===== src/source/xif_pkg.sv =====
// opcode enum, datapath widths and default parameters for the offload subsystem

package xif_pkg;

  ////////////////////////////////////////////////////////////////////
  // widths
  ////////////////////////////////////////////////////////////////////

  // issue id, wraps at 16
  localparam int XIF_ID_W   = 4;
  localparam int XIF_REG_W  = 5;
  localparam int XIF_DATA_W = 32;
  // li zero-extends this
  localparam int XIF_IMM_W  = 16;

  // defaults for the top level parameters
  localparam int XIF_LATENCY_DEF      = 3;
  localparam int XIF_MAX_INFLIGHT_DEF = 2;

  ////////////////////////////////////////////////////////////////////
  // opcodes
  ////////////////////////////////////////////////////////////////////

  // 5 to 7 unassigned, coprocessor rejects them
  typedef enum logic [2:0] {
    OP_LI  = 3'd0,
    OP_ADD = 3'd1,
    OP_SUB = 3'd2,
    OP_XOR = 3'd3,
    OP_SLL = 3'd4
  } xif_op_e;

endpackage


===== src/source/xif_coproc.sv =====
// coprocessor with opcode decode, accept/reject and a fixed-latency result pipeline
`timescale 1ns/1ps

module xif_coproc #(
  parameter int COPROC_LATENCY = xif_pkg::XIF_LATENCY_DEF,
  parameter int MAX_INFLIGHT   = xif_pkg::XIF_MAX_INFLIGHT_DEF
) (
  input  logic                           clk_i,
  input  logic                           rst_ni,
  // issue channel
  input  logic                           issue_valid_i,
  input  logic [xif_pkg::XIF_ID_W-1:0]   issue_id_i,
  input  xif_pkg::xif_op_e               issue_op_i,
  input  logic [xif_pkg::XIF_REG_W-1:0]  issue_rd_i,
  input  logic [xif_pkg::XIF_DATA_W-1:0] issue_rs1_data_i,
  input  logic [xif_pkg::XIF_DATA_W-1:0] issue_rs2_data_i,
  input  logic [xif_pkg::XIF_IMM_W-1:0]  issue_imm_i,
  output logic                           issue_ready_o,
  output logic                           issue_accept_o,
  output logic                           issue_writeback_o,
  // result channel, no back-pressure
  output logic                           result_valid_o,
  output logic [xif_pkg::XIF_ID_W-1:0]   result_id_o,
  output logic [xif_pkg::XIF_REG_W-1:0]  result_rd_o,
  output logic [xif_pkg::XIF_DATA_W-1:0] result_data_o
);

  localparam int CNT_W = $clog2(MAX_INFLIGHT + 1);
  localparam int PAD_W = xif_pkg::XIF_DATA_W - xif_pkg::XIF_IMM_W;

  logic [xif_pkg::XIF_DATA_W-1:0] alu_result;
  logic                           enter;
  logic [CNT_W-1:0]               inflight_q, inflight_d;

  // pipeline stages, last one drives the result channel
  logic [COPROC_LATENCY-1:0]      valid_q;
  logic [xif_pkg::XIF_ID_W-1:0]   id_q   [COPROC_LATENCY];
  logic [xif_pkg::XIF_REG_W-1:0]  rd_q   [COPROC_LATENCY];
  logic [xif_pkg::XIF_DATA_W-1:0] data_q [COPROC_LATENCY];

  //////////////////////////////////////////////////////////////////////
  // decode and execute at issue
  //////////////////////////////////////////////////////////////////////

  always_comb begin
    issue_accept_o = 1'b1;
    alu_result     = '0;
    case (issue_op_i)
      xif_pkg::OP_LI:  alu_result = {{PAD_W{1'b0}}, issue_imm_i};
      xif_pkg::OP_ADD: alu_result = issue_rs1_data_i + issue_rs2_data_i;
      xif_pkg::OP_SUB: alu_result = issue_rs1_data_i - issue_rs2_data_i;
      xif_pkg::OP_XOR: alu_result = issue_rs1_data_i ^ issue_rs2_data_i;
      xif_pkg::OP_SLL: alu_result = issue_rs1_data_i << issue_rs2_data_i[4:0];
      default:         issue_accept_o = 1'b0;
    endcase
  end

  // rd 0 is accepted but never written
  assign issue_writeback_o = issue_accept_o & (issue_rd_i != '0);
  assign enter = issue_valid_i & issue_ready_o & issue_writeback_o;

  // full unless a result leaves this cycle
  assign issue_ready_o = (inflight_q != CNT_W'(MAX_INFLIGHT)) | result_valid_o;

  always_comb begin
    inflight_d = inflight_q;
    if (enter && !result_valid_o) begin
      inflight_d = inflight_q + 1'b1;
    end else if (!enter && result_valid_o) begin
      inflight_d = inflight_q - 1'b1;
    end
  end

  //////////////////////////////////////////////////////////////////////
  // latency pipeline
  //////////////////////////////////////////////////////////////////////

  always_ff @(posedge clk_i or negedge rst_ni) begin
    if (!rst_ni) begin
      valid_q    <= '0;
      inflight_q <= '0;
    end else begin
      valid_q[0] <= enter;
      for (int i = 1; i < COPROC_LATENCY; i++) begin
        valid_q[i] <= valid_q[i-1];
      end
      inflight_q <= inflight_d;
    end
  end

  always_ff @(posedge clk_i) begin
    id_q[0]   <= issue_id_i;
    rd_q[0]   <= issue_rd_i;
    data_q[0] <= alu_result;
    for (int i = 1; i < COPROC_LATENCY; i++) begin
      id_q[i]   <= id_q[i-1];
      rd_q[i]   <= rd_q[i-1];
      data_q[i] <= data_q[i-1];
    end
  end

  assign result_valid_o = valid_q[COPROC_LATENCY-1];
  assign result_id_o    = id_q[COPROC_LATENCY-1];
  assign result_rd_o    = rd_q[COPROC_LATENCY-1];
  assign result_data_o  = data_q[COPROC_LATENCY-1];

  a_inflight_limit: assert property (@(posedge clk_i) disable iff (!rst_ni)
    inflight_q <= CNT_W'(MAX_INFLIGHT));

endmodule


===== src/source/xif_dispatcher.sv =====
// issue dispatcher with id counter, stall and illegal reporting
`timescale 1ns/1ps

module xif_dispatcher (
  input  logic                          clk_i,
  input  logic                          rst_ni,
  // instruction from the core side
  input  logic                          instr_valid_i,
  input  xif_pkg::xif_op_e              instr_op_i,
  input  logic [xif_pkg::XIF_REG_W-1:0] instr_rd_i,
  input  logic [xif_pkg::XIF_IMM_W-1:0] instr_imm_i,
  input  logic                          hazard_i,
  // issue channel
  input  logic                          issue_ready_i,
  input  logic                          issue_accept_i,
  input  logic                          issue_writeback_i,
  output logic                          issue_valid_o,
  output logic [xif_pkg::XIF_ID_W-1:0]  issue_id_o,
  output xif_pkg::xif_op_e              issue_op_o,
  output logic [xif_pkg::XIF_REG_W-1:0] issue_rd_o,
  output logic [xif_pkg::XIF_IMM_W-1:0] issue_imm_o,
  // scoreboard set port
  output logic                          sb_set_o,
  output logic [xif_pkg::XIF_REG_W-1:0] sb_set_rd_o,
  // status
  output logic                          stall_o,
  output logic                          illegal_o
);

  logic [xif_pkg::XIF_ID_W-1:0] id_q, id_d;
  logic                         issue_fire;

  //////////////////////////////////////////////////////////////////////
  // issue channel
  //////////////////////////////////////////////////////////////////////

  // offer only hazard-free instructions
  assign issue_valid_o = instr_valid_i & ~hazard_i;
  assign issue_fire    = issue_valid_o & issue_ready_i;
  assign issue_id_o    = id_q;
  assign issue_op_o    = instr_op_i;
  assign issue_rd_o    = instr_rd_i;
  assign issue_imm_o   = instr_imm_i;

  // transfer and acceptance share one edge
  assign stall_o = instr_valid_i & ~issue_fire;

  // pending bit for writeback transfers only
  assign sb_set_o    = issue_fire & issue_writeback_i;
  assign sb_set_rd_o = instr_rd_i;

  // rejected in its transfer cycle
  assign illegal_o = issue_fire & ~issue_accept_i;

  //////////////////////////////////////////////////////////////////////
  // issue id
  //////////////////////////////////////////////////////////////////////

  // wraps at 16
  always_comb begin
    id_d = id_q;
    if (issue_fire) begin
      id_d = id_q + 1'b1;
    end
  end

  always_ff @(posedge clk_i or negedge rst_ni) begin
    if (!rst_ni) begin
      id_q <= '0;
    end else begin
      id_q <= id_d;
    end
  end

  // core holds the instruction steady while it waits
  a_hold_under_stall: assert property (@(posedge clk_i) disable iff (!rst_ni)
    stall_o |=> instr_valid_i && $stable(instr_op_i) && $stable(instr_rd_i)
                && $stable(instr_imm_i));

endmodule


===== src/source/xif_offload_top.sv =====
// offload subsystem top with dispatcher, scoreboard, coprocessor and register file
`timescale 1ns/1ps

module xif_offload_top #(
  parameter int COPROC_LATENCY = xif_pkg::XIF_LATENCY_DEF,
  parameter int MAX_INFLIGHT   = xif_pkg::XIF_MAX_INFLIGHT_DEF
) (
  input  logic                           clk_i,
  input  logic                           rst_ni,
  input  logic                           instr_valid_i,
  input  xif_pkg::xif_op_e               instr_op_i,
  input  logic [xif_pkg::XIF_REG_W-1:0]  instr_rd_i,
  input  logic [xif_pkg::XIF_REG_W-1:0]  instr_rs1_i,
  input  logic [xif_pkg::XIF_REG_W-1:0]  instr_rs2_i,
  input  logic [xif_pkg::XIF_IMM_W-1:0]  instr_imm_i,
  output logic                           stall_o,
  output logic                           illegal_o,
  output logic [xif_pkg::XIF_ID_W-1:0]   issue_id_o,
  output logic                           issue_fire_o,
  output logic                           result_valid_o,
  output logic [xif_pkg::XIF_ID_W-1:0]   result_id_o,
  output logic [xif_pkg::XIF_REG_W-1:0]  result_rd_o,
  output logic [xif_pkg::XIF_DATA_W-1:0] result_data_o
);

  // issue channel
  logic                           issue_valid;
  logic                           issue_ready;
  logic                           issue_accept;
  logic                           issue_writeback;
  xif_pkg::xif_op_e               issue_op;
  logic [xif_pkg::XIF_REG_W-1:0]  issue_rd;
  logic [xif_pkg::XIF_IMM_W-1:0]  issue_imm;
  logic [xif_pkg::XIF_DATA_W-1:0] rs1_data;
  logic [xif_pkg::XIF_DATA_W-1:0] rs2_data;
  // scoreboard
  logic                           hazard;
  logic                           sb_set;
  logic [xif_pkg::XIF_REG_W-1:0]  sb_set_rd;

  assign issue_fire_o = issue_valid & issue_ready;

  //////////////////////////////////////////////////////////////////////
  // core side
  //////////////////////////////////////////////////////////////////////

  xif_dispatcher u_dispatcher (
    .clk_i,
    .rst_ni,
    .instr_valid_i,
    .instr_op_i,
    .instr_rd_i,
    .instr_imm_i,
    .hazard_i          (hazard),
    .issue_ready_i     (issue_ready),
    .issue_accept_i    (issue_accept),
    .issue_writeback_i (issue_writeback),
    .issue_valid_o     (issue_valid),
    .issue_id_o,
    .issue_op_o        (issue_op),
    .issue_rd_o        (issue_rd),
    .issue_imm_o       (issue_imm),
    .sb_set_o          (sb_set),
    .sb_set_rd_o       (sb_set_rd),
    .stall_o,
    .illegal_o
  );

  // results free the pending bits
  xif_scoreboard u_scoreboard (
    .clk_i,
    .rst_ni,
    .rs1_i    (instr_rs1_i),
    .rs2_i    (instr_rs2_i),
    .set_i    (sb_set),
    .set_rd_i (sb_set_rd),
    .clr_i    (result_valid_o),
    .clr_rd_i (result_rd_o),
    .hazard_o (hazard)
  );

  // operands read straight from the instruction's sources
  xif_regfile u_regfile (
    .clk_i,
    .rst_ni,
    .raddr1_i (instr_rs1_i),
    .raddr2_i (instr_rs2_i),
    .we_i     (result_valid_o),
    .waddr_i  (result_rd_o),
    .wdata_i  (result_data_o),
    .rdata1_o (rs1_data),
    .rdata2_o (rs2_data)
  );

  //////////////////////////////////////////////////////////////////////
  // coprocessor
  //////////////////////////////////////////////////////////////////////

  xif_coproc #(
    .COPROC_LATENCY (COPROC_LATENCY),
    .MAX_INFLIGHT   (MAX_INFLIGHT)
  ) u_coproc (
    .clk_i,
    .rst_ni,
    .issue_valid_i     (issue_valid),
    .issue_id_i        (issue_id_o),
    .issue_op_i        (issue_op),
    .issue_rd_i        (issue_rd),
    .issue_rs1_data_i  (rs1_data),
    .issue_rs2_data_i  (rs2_data),
    .issue_imm_i       (issue_imm),
    .issue_ready_o     (issue_ready),
    .issue_accept_o    (issue_accept),
    .issue_writeback_o (issue_writeback),
    .result_valid_o,
    .result_id_o,
    .result_rd_o,
    .result_data_o
  );

endmodule


===== src/source/xif_regfile.sv =====
// 32x32 register file, two read ports with write bypass, register 0 fixed to zero
`timescale 1ns/1ps

module xif_regfile (
  input  logic                           clk_i,
  input  logic                           rst_ni,
  input  logic [xif_pkg::XIF_REG_W-1:0]  raddr1_i,
  input  logic [xif_pkg::XIF_REG_W-1:0]  raddr2_i,
  input  logic                           we_i,
  input  logic [xif_pkg::XIF_REG_W-1:0]  waddr_i,
  input  logic [xif_pkg::XIF_DATA_W-1:0] wdata_i,
  output logic [xif_pkg::XIF_DATA_W-1:0] rdata1_o,
  output logic [xif_pkg::XIF_DATA_W-1:0] rdata2_o
);

  localparam int NREGS = 2 ** xif_pkg::XIF_REG_W;

  logic [xif_pkg::XIF_DATA_W-1:0] regs_q [NREGS];
  logic                           wr_en;

  // writes to x0 dropped
  assign wr_en = we_i & (waddr_i != '0);

  // same-cycle write shows up on a matching read
  assign rdata1_o = (wr_en && (waddr_i == raddr1_i)) ? wdata_i : regs_q[raddr1_i];
  assign rdata2_o = (wr_en && (waddr_i == raddr2_i)) ? wdata_i : regs_q[raddr2_i];

  always_ff @(posedge clk_i or negedge rst_ni) begin
    if (!rst_ni) begin
      for (int i = 0; i < NREGS; i++) begin
        regs_q[i] <= '0;
      end
    end else if (wr_en) begin
      regs_q[waddr_i] <= wdata_i;
    end
  end

endmodule


===== src/source/xif_scoreboard.sv =====
// register scoreboard with pending-write bits and hazard lookup
`timescale 1ns/1ps

module xif_scoreboard (
  input  logic                          clk_i,
  input  logic                          rst_ni,
  input  logic [xif_pkg::XIF_REG_W-1:0] rs1_i,
  input  logic [xif_pkg::XIF_REG_W-1:0] rs2_i,
  input  logic                          set_i,
  input  logic [xif_pkg::XIF_REG_W-1:0] set_rd_i,
  input  logic                          clr_i,
  input  logic [xif_pkg::XIF_REG_W-1:0] clr_rd_i,
  output logic                          hazard_o
);

  localparam int NREGS = 2 ** xif_pkg::XIF_REG_W;

  logic [NREGS-1:0] pending_q, pending_d;
  logic             rs1_busy;
  logic             rs2_busy;
  logic             rd_busy;

  // a result in flight this cycle already frees its register
  assign rs1_busy = pending_q[rs1_i] & ~(clr_i & (clr_rd_i == rs1_i));
  assign rs2_busy = pending_q[rs2_i] & ~(clr_i & (clr_rd_i == rs2_i));
  // write-after-write also waits, one pending bit per register
  assign rd_busy  = pending_q[set_rd_i] & ~(clr_i & (clr_rd_i == set_rd_i));
  assign hazard_o = rs1_busy | rs2_busy | rd_busy;

  // clear first, a new issue to the same rd wins
  always_comb begin
    pending_d = pending_q;
    if (clr_i) begin
      pending_d[clr_rd_i] = 1'b0;
    end
    if (set_i && (set_rd_i != '0)) begin
      pending_d[set_rd_i] = 1'b1;
    end
  end

  always_ff @(posedge clk_i or negedge rst_ni) begin
    if (!rst_ni) begin
      pending_q <= '0;
    end else begin
      pending_q <= pending_d;
    end
  end

  // dispatcher must hold back an issue until the old write has returned
  a_no_double_set: assert property (@(posedge clk_i) disable iff (!rst_ni)
    set_i |-> (!pending_q[set_rd_i] || (clr_i && (clr_rd_i == set_rd_i))));

endmodule


===== config.mk =====
export PLATFORM = sky130hd
export DESIGN_NAME = xif_offload_top
export DESIGN_NICKNAME = d
export VERILOG_FILES = /design/src/source/xif_pkg.sv /design/src/source/xif_coproc.sv /design/src/source/xif_dispatcher.sv /design/src/source/xif_offload_top.sv /design/src/source/xif_regfile.sv /design/src/source/xif_scoreboard.sv
export SDC_FILE = /design/constraint.sdc
export NUM_CORES = 2
export LEC_CHECK = 0
export ABC_CLOCK_PERIOD_IN_PS = 5900
export BUFFER_PORTS_ARGS = -buffer_cell sky130_fd_sc_hd__buf_2
export CAP_MARGIN = 20
export CORE_MARGIN = 2
export CORE_UTILIZATION = 26
export CTS_CLUSTER_DIAMETER = 120
export DETAILED_ROUTE_END_ITERATION = 10
export RECOVER_POWER = 100
export SYNTH_ARGS = -nofsm -noshare
export SYNTH_HDL_FRONTEND = slang
export SYNTH_SLANG_ARGS = --single-unit

===== constraint.sdc =====
create_clock -name clk_i -period 5.9 [get_ports clk_i]
set_input_delay 1.18 -clock clk_i [delete_from_list [all_inputs] [get_ports clk_i]]
set_output_delay 1.18 -clock clk_i [all_outputs]
set_load 0.01 [all_outputs]

# [Yosys cells after proc, flatten, opt, wreduce, memory -nomap -nowiden]
# Memory sizes are Yosys's and may differ from the RTL's.
# Index checks and enable logic that the tools add are counted.
# W data, S select, Z words.
[totals] ff_bits=1065 ram_bits=123 inputBits=37 output_inout_bits=49 mem_count=3
[memory_table] name="u_coproc.data_q" words=3 word_bits=32 rd=3 rd_clocked_by_memory_dff=0 wr=3 line_no="xif_coproc.sv:39" text="logic [xif_pkg::XIF_DATA_W-1:0] data_q [COPROC_LATENCY];"
[memory_table] name="u_coproc.rd_q" words=3 word_bits=5 rd=3 rd_clocked_by_memory_dff=0 wr=3 line_no="xif_coproc.sv:38" text="logic [xif_pkg::XIF_REG_W-1:0] rd_q [COPROC_LATENCY];"
[memory_table] name="u_coproc.id_q" words=3 word_bits=4 rd=3 rd_clocked_by_memory_dff=0 wr=3 line_no="xif_coproc.sv:37" text="logic [xif_pkg::XIF_ID_W-1:0] id_q [COPROC_LATENCY];"
[classes] n_addsub=5 n_lt_le_gt_ge=10 eq_ne=8 shifts=1 n_mux=27 bitwise=29 n_reduce_logical=15
[op_table] op="$bwmux W1024" count=1
[op_table] op="$bmux W32 S5" count=2
[op_table] op="$mux W32" count=9
[op_table] op="$demux W32 S5" count=1
[op_table] op="$pmux W32 S5" count=1
[op_table] op="$add A32 B32 Y32" count=1
[op_table] op="$and A32 B32 Y32" count=1
[op_table] op="$not A32 Y32" count=1
[op_table] op="$or A32 B32 Y32" count=1
[op_table] op="$shl A32 B5 Y32" count=1
[op_table] op="$sub A32 B32 Y32" count=1
[op_table] op="$xor A32 B32 Y32" count=1
[op_table] op="$lt A5 B6 Y1 const B" count=4
[op_table] op="$ge A6 B6 Y1 const B" count=3
[op_table] op="$not A5 Y6" count=3
[op_table] op="$bmux W1 S5" count=3
[op_table] op="$eq A5 B5 Y1" count=3
[op_table] op="$and A1 B1 Y1" count=13
[op_table] op="$demux W1 S5" count=2
[op_table] op="$ge A5 B1 Y1 const B" count=2
[op_table] op="$reduce_bool A5 Y1" count=2
[op_table] op="$logic_and A1 B1 Y1" count=8
[op_table] op="$eq A3 B2 Y1 const B" count=2
[op_table] op="$lt A6 B1 Y1 const B" count=1
[op_table] op="14 further kinds" count=28

# [Longest topological paths before layout]
[logic_depth] ltp_word=14 mapped_depth=30 depth_no_buf=23

# [Hierarchy]
# From an unflattened synthesis, not the netlist that was laid out.
[hier_totals] hier_cells=4584 area_unflattened_um2=64548.2
[modules_own_cells] module="xif_regfile" instances=1 cells_per_inst=3420 area_each_um2=53831.6
[modules_own_cells] module="xif_coproc" instances=1 cells_per_inst=876 area_each_um2=7860.0
[modules_own_cells] module="xif_scoreboard" instances=1 cells_per_inst=240 area_each_um2=2414.8
[modules_own_cells] module="xif_dispatcher" instances=1 cells_per_inst=47 area_each_um2=435.4
[modules_own_cells] module="xif_offload_top" instances=1 cells_per_inst=1 area_each_um2=6.3

# [Worst setup path after synthesis]
# No wires, ideal clock.
[synth_timing] kind="input to register" start="input instr_rs2_i[0] (netlist name)" end="memory u_coproc.data_q[0][31] (netlist name)" setup_ns=0.083 arrival_time_ns=6.701 path_slack_ns=-0.884 path_stages=29 path_buffers=8 cell_sequence="buf_6 > buf_12 > buf_12 > buf_6 > buf_6 > mux2i_1 > a221oi_1 > o22ai_1 > o31a_1 > buf_6 > buf_2 > clkbuf_1 > ha_1 > nand2_1 > nor4_4 > nor2_1 > xor2_1 > ha_1 > and4_1 > and2_1 > a221oi_1 > o31ai_1 > a31oi_1 > a21oi_1 > o31ai_1 > nand2b_1 > a21oi_1 > xnor3_1 > o221ai_1"
[synth_rtl] element="start, declared" line_no="xif_offload_top.sv:14" text="input logic [xif_pkg::XIF_REG_W-1:0] instr_rs2_i,"
[synth_rtl] element="end, declared" line_no="xif_coproc.sv:39"

==> run_results.csv <==
group,metric,value,unit
status,status,"finished, violations left",
status,failed_checks,"capacitance limit, slew limit",
synthesis,synth-xor-area-share,1.48,%
drt,viasPerCell,5.39,
drt,routed-via-count,46700,
drt,ant_nets,0,
clock_network,cts-hold-fix-buffers,0,
finish,fillCellCount,24900,
job,max_cap_violations,57,
synthesis,synth_edf_count,0,
clock_network,cts_root_buf,"clkbuf_16",
synthesis,synth-compound-area-share,7.74,%
floorplanning,coreArea,248000,um^2
synthesis,synthTopCellsByArea,"dfrtp_1, mux2_2, mux4_2, mux2i_1, dfxtp_1",
clock_network,numCtsBuffers,130,
worst_setup_path,r2r_setup_slack,0.18,ns
worst_setup_path,slowest_delay,0.49,ns
clock_network,clkTransAtPathRegs,0.06,ns
synthesis,syn_avg_cell_area,12.9,um^2
placed_design,gp_congestion,0.915,
synthesis,yosys.area_share.simple,3.95,%
synthesis,synth_seq_cells,1188,
synthesis,netlist_area,65000,um^2
sta,finalClockSkew,0.0261,ns
global_route,antenna_found_initial,19,
clock_network,cts_tree,"done",
clock_network,cts_buffer_depth,3,
worst_setup_path,ff2ff_path_depth,27,
pwr,cellPowerDensity,253,nW/um^2
synthesis,yosysWarnings,0,
sta,setup_viol,0,
worst_setup_path,r2r-end,"u_coproc.data_q[0][31]",
synthesis,syn_inst,5017,
sta,period_share,98.3,%
drt,drc,0,
sta,period_minus_slack,5.80,ns
synthesis,synth_top_flop_cell,"dfrtp_1",
synthesis,synthesis.nets,5101,
floorplanning,rows,183,
finish,final-instance-count-excl-fill,8661,
floorplanning,dieArea,254000,um^2
global_route,grt_overflow,0,
placed_design,dp_slack,-1.28,ns
drt,drt_iter0_drc,4764,
synthesis,yosys.area.top_type,"dfrtp_1",
finish,nets,5306,
synthesis,synth_top_family_by_area,"multiplexers",
sta,max_freq,173,MHz
global_route,grt_pass1_vias,47100,
synthesis,ys_seq_area_share,44.8,%
floorplanning,ios,86,
sta,tns,0,ns
worst_setup_path,r2r-start,"u_coproc.rd_q[0][12]",
clock_network,cts_htree_levels,4,
worst_setup_path,required,6.59,ns
global_route,grt_max_degree,171,
worst_setup_path,cp-end-kind,"flop",
pwr,p_leak,0.0346,uW
drt,totalWireLength,234000,um
sta,rsz0062_at_grt,"true",
placed_design,portBuffers,85,
sta,drv_slew,1594,
min_path,hold_path_end,"u_coproc.data_q[0][49]",
finish,drive_gt1_share,40.1,%
sta,setup_ws,0.103,ns
floorplanning,die_x,504,um
placed_design,dp_cells,8409,
pwr,vdd_ir_drop_max,0.280,mV
floorplanning,dieHeight,504,um
sta,hold_violations,0,
worst_setup_path,cp_slowest_cell,"or3_4",
drt,first_pass_iters,6,
sta,slew_headroom,-224,%
synthesis,synth_fa_ha_area_share,0.917,%
worst_setup_path,cp.arrival,6.49,ns
global_route,gr-usage-all-layers,17.9,%
worst_setup_path,worstPathMaxFanout,10,
worst_setup_path,start_kind,"primary input",
sta,worst_pin_slew,4.86,ns
worst_setup_path,crit_type,"primary input to flop",
synthesis,synth_cell_types,86,
global_route,grt_pass1_wl,340000,um
min_path,hp-start,"u_coproc.data_q[0][17]",
finish,area_growth,17.1,%
clock_network,clock-sinks,1188,
synthesis,synthMuxAreaShare,36.7,%
synthesis,synth_top_area_share,41.0,%
floorplanning,initial_core_util,26.1,%
pwr,power,19200,uW
clock_network,insertion_delay,0.79,ns
placed_design,dp_hpwl,151000,um
drt,wl_per_cell,27.0,um
min_path,whs_path_depth,0,
synthesis,async_reset_ff_share,89.6,%
min_path,worst_hold_path_type,"flop to flop",
-- worst max-delay path by stage --
stage,start,cells past startpoint,endpoint
after CTS,instr_rs2_i[0],22,u_coproc.data_q[0][31]
after floorplan,instr_rs2_i[0],28,u_coproc.data_q[0][28]
after global placement,instr_rs2_i[1],27,u_coproc.data_q[0][31]
after detailed placement,instr_rs2_i[1],26,u_coproc.data_q[0][31]
final,instr_rs2_i[1],27,u_coproc.data_q[0][31]
after global routing,u_coproc.rd_q[0][12],25,u_coproc.data_q[0][28]
-- cells in the final DEF, fill, tap and decap left out, types with 57 or more instances in the layout --
cell and count:
dfxtp_1 122, clkbuf_1 89, mux4_2 358, mux2_2 944, o21ai_0 151, a22o_1 57, clkbuf_16 139, a22oi_1 158
nor2_1 99, dfrtp_1 1065, o22ai_1 67, inv_1 57, nand3_1 61, mux2i_1 511, nand2_1 202, xnor2_1 64
buf_4 389, buf_2 61, a21oi_1 102
-- cells in the mapped netlist (all sizes together) (9+ instances only) --
cell type / number
a21oi: 108
a221oi: 61
a222oi: 11
a22o: 57
a22oi: 158
a31oi: 9
and2: 23
and3: 12
buf: 197
clkbuf: 335
dfrtp: 1065
dfxtp: 123
ha: 46
inv: 57
mux2: 945
mux2i: 511
mux4: 358
nand2: 203
nand2b: 11
nand3: 64
nand3b: 13
nand4: 15
nor2: 106
nor2b: 24
nor3: 13
nor4: 14
o211ai: 10
o21ai: 165
o22ai: 67
o31a: 12
or2: 11
xnor2: 65
xor2: 42
-- routing by layer --
| layer | track usage, % | share of wire (%) | up-vias | wire [um] |
|---|---|---|---|---|
| met5 | 0 | 0.023 | - | 54 |
| met4 | 7.63 | 4.7 | 8 | 11100 |
| met3 | 3.69 | 8.7 | 529 | 20400 |
| met2 | 28.1 | 46 | 2290 | 106000 |
| met1 | 24.0 | 41 | 24600 | 96000 |
| li1 | - | - | 19300 | - |
-- flip-flops by register name, summed over array words and instances, names as in the netlist --
register and cells:
u_regfile.regs_q 1024, u_coproc.valid_q 3, u_dispatcher.issue_id_o 4, u_coproc.id_q 12
u_coproc.inflight_q 2, u_coproc.data_q 96, u_coproc.rd_q 15, u_scoreboard.pending_q 32
-- through the flow --
stage	util, %	instance area, um^2	hold slack, ns
after global placement	28.9	71800	0.310
after CTS	30.7	76300	0.323
after global routing	30.6	76100	0.326
final	30.6	76100	0.322
after floorplan	-	65200	0.310
after detailed placement	28.9	71800	0.312
-- power by group --
group          total (uW)  leakage (uW)  internal [uW]  switching, uW
clock                8440       0.00218           4920           3520
combinational        2470        0.0167            845           1620
sequential           8310        0.0157           8250           62.5
-- worst max-delay path: cells and delay by family --
| kind | cells | cell delay (ns) |
|---|---|---|
| AOI/OAI and AO/OA | 10 | 1.76 |
| and+or+nand+nor | 7 | 1.66 |
| buffers and inverters | 6 | 0.89 |
| xor gates and xnor gates | 3 | 0.63 |
| adders and majority gates | 1 | 0.33 |
-- cell families (layout without fill, tap and decap cells) --
group,count (synthesis),after routing
xor+xnor,108,108
other cells,0,6
flops,1188,1188
fa+ha+maj,47,47
mux,1814,1814
compound gates,736,736
buf+inv,592,900
simple gates,532,532
-- repair_timing --
item / 4_1_cts / 5_1_grt
pin swaps: 1 / 22
setup endpoints to repair: 15 / 9
setup buffers: 1 / 7
gates resized for setup: 8 / 40
endpoints found under the hold margin: 0 / 0
cloned: 0 / 2
-- final cells by class --
class,instances,area [um^2],area share [%]
Tap cell,3330,4170,5.48
Timing Repair Buffer,605,4860,6.39
Antenna cell,6,15.0,0.0197
Inverter,60,226,0.298
Multi-Input combinational cell,3237,33300,43.8
Clock inverter,43,464,0.610
Clock buffer,192,3950,5.18
Sequential cell,1188,29100,38.3
Power figures use the tool's default switching activity.
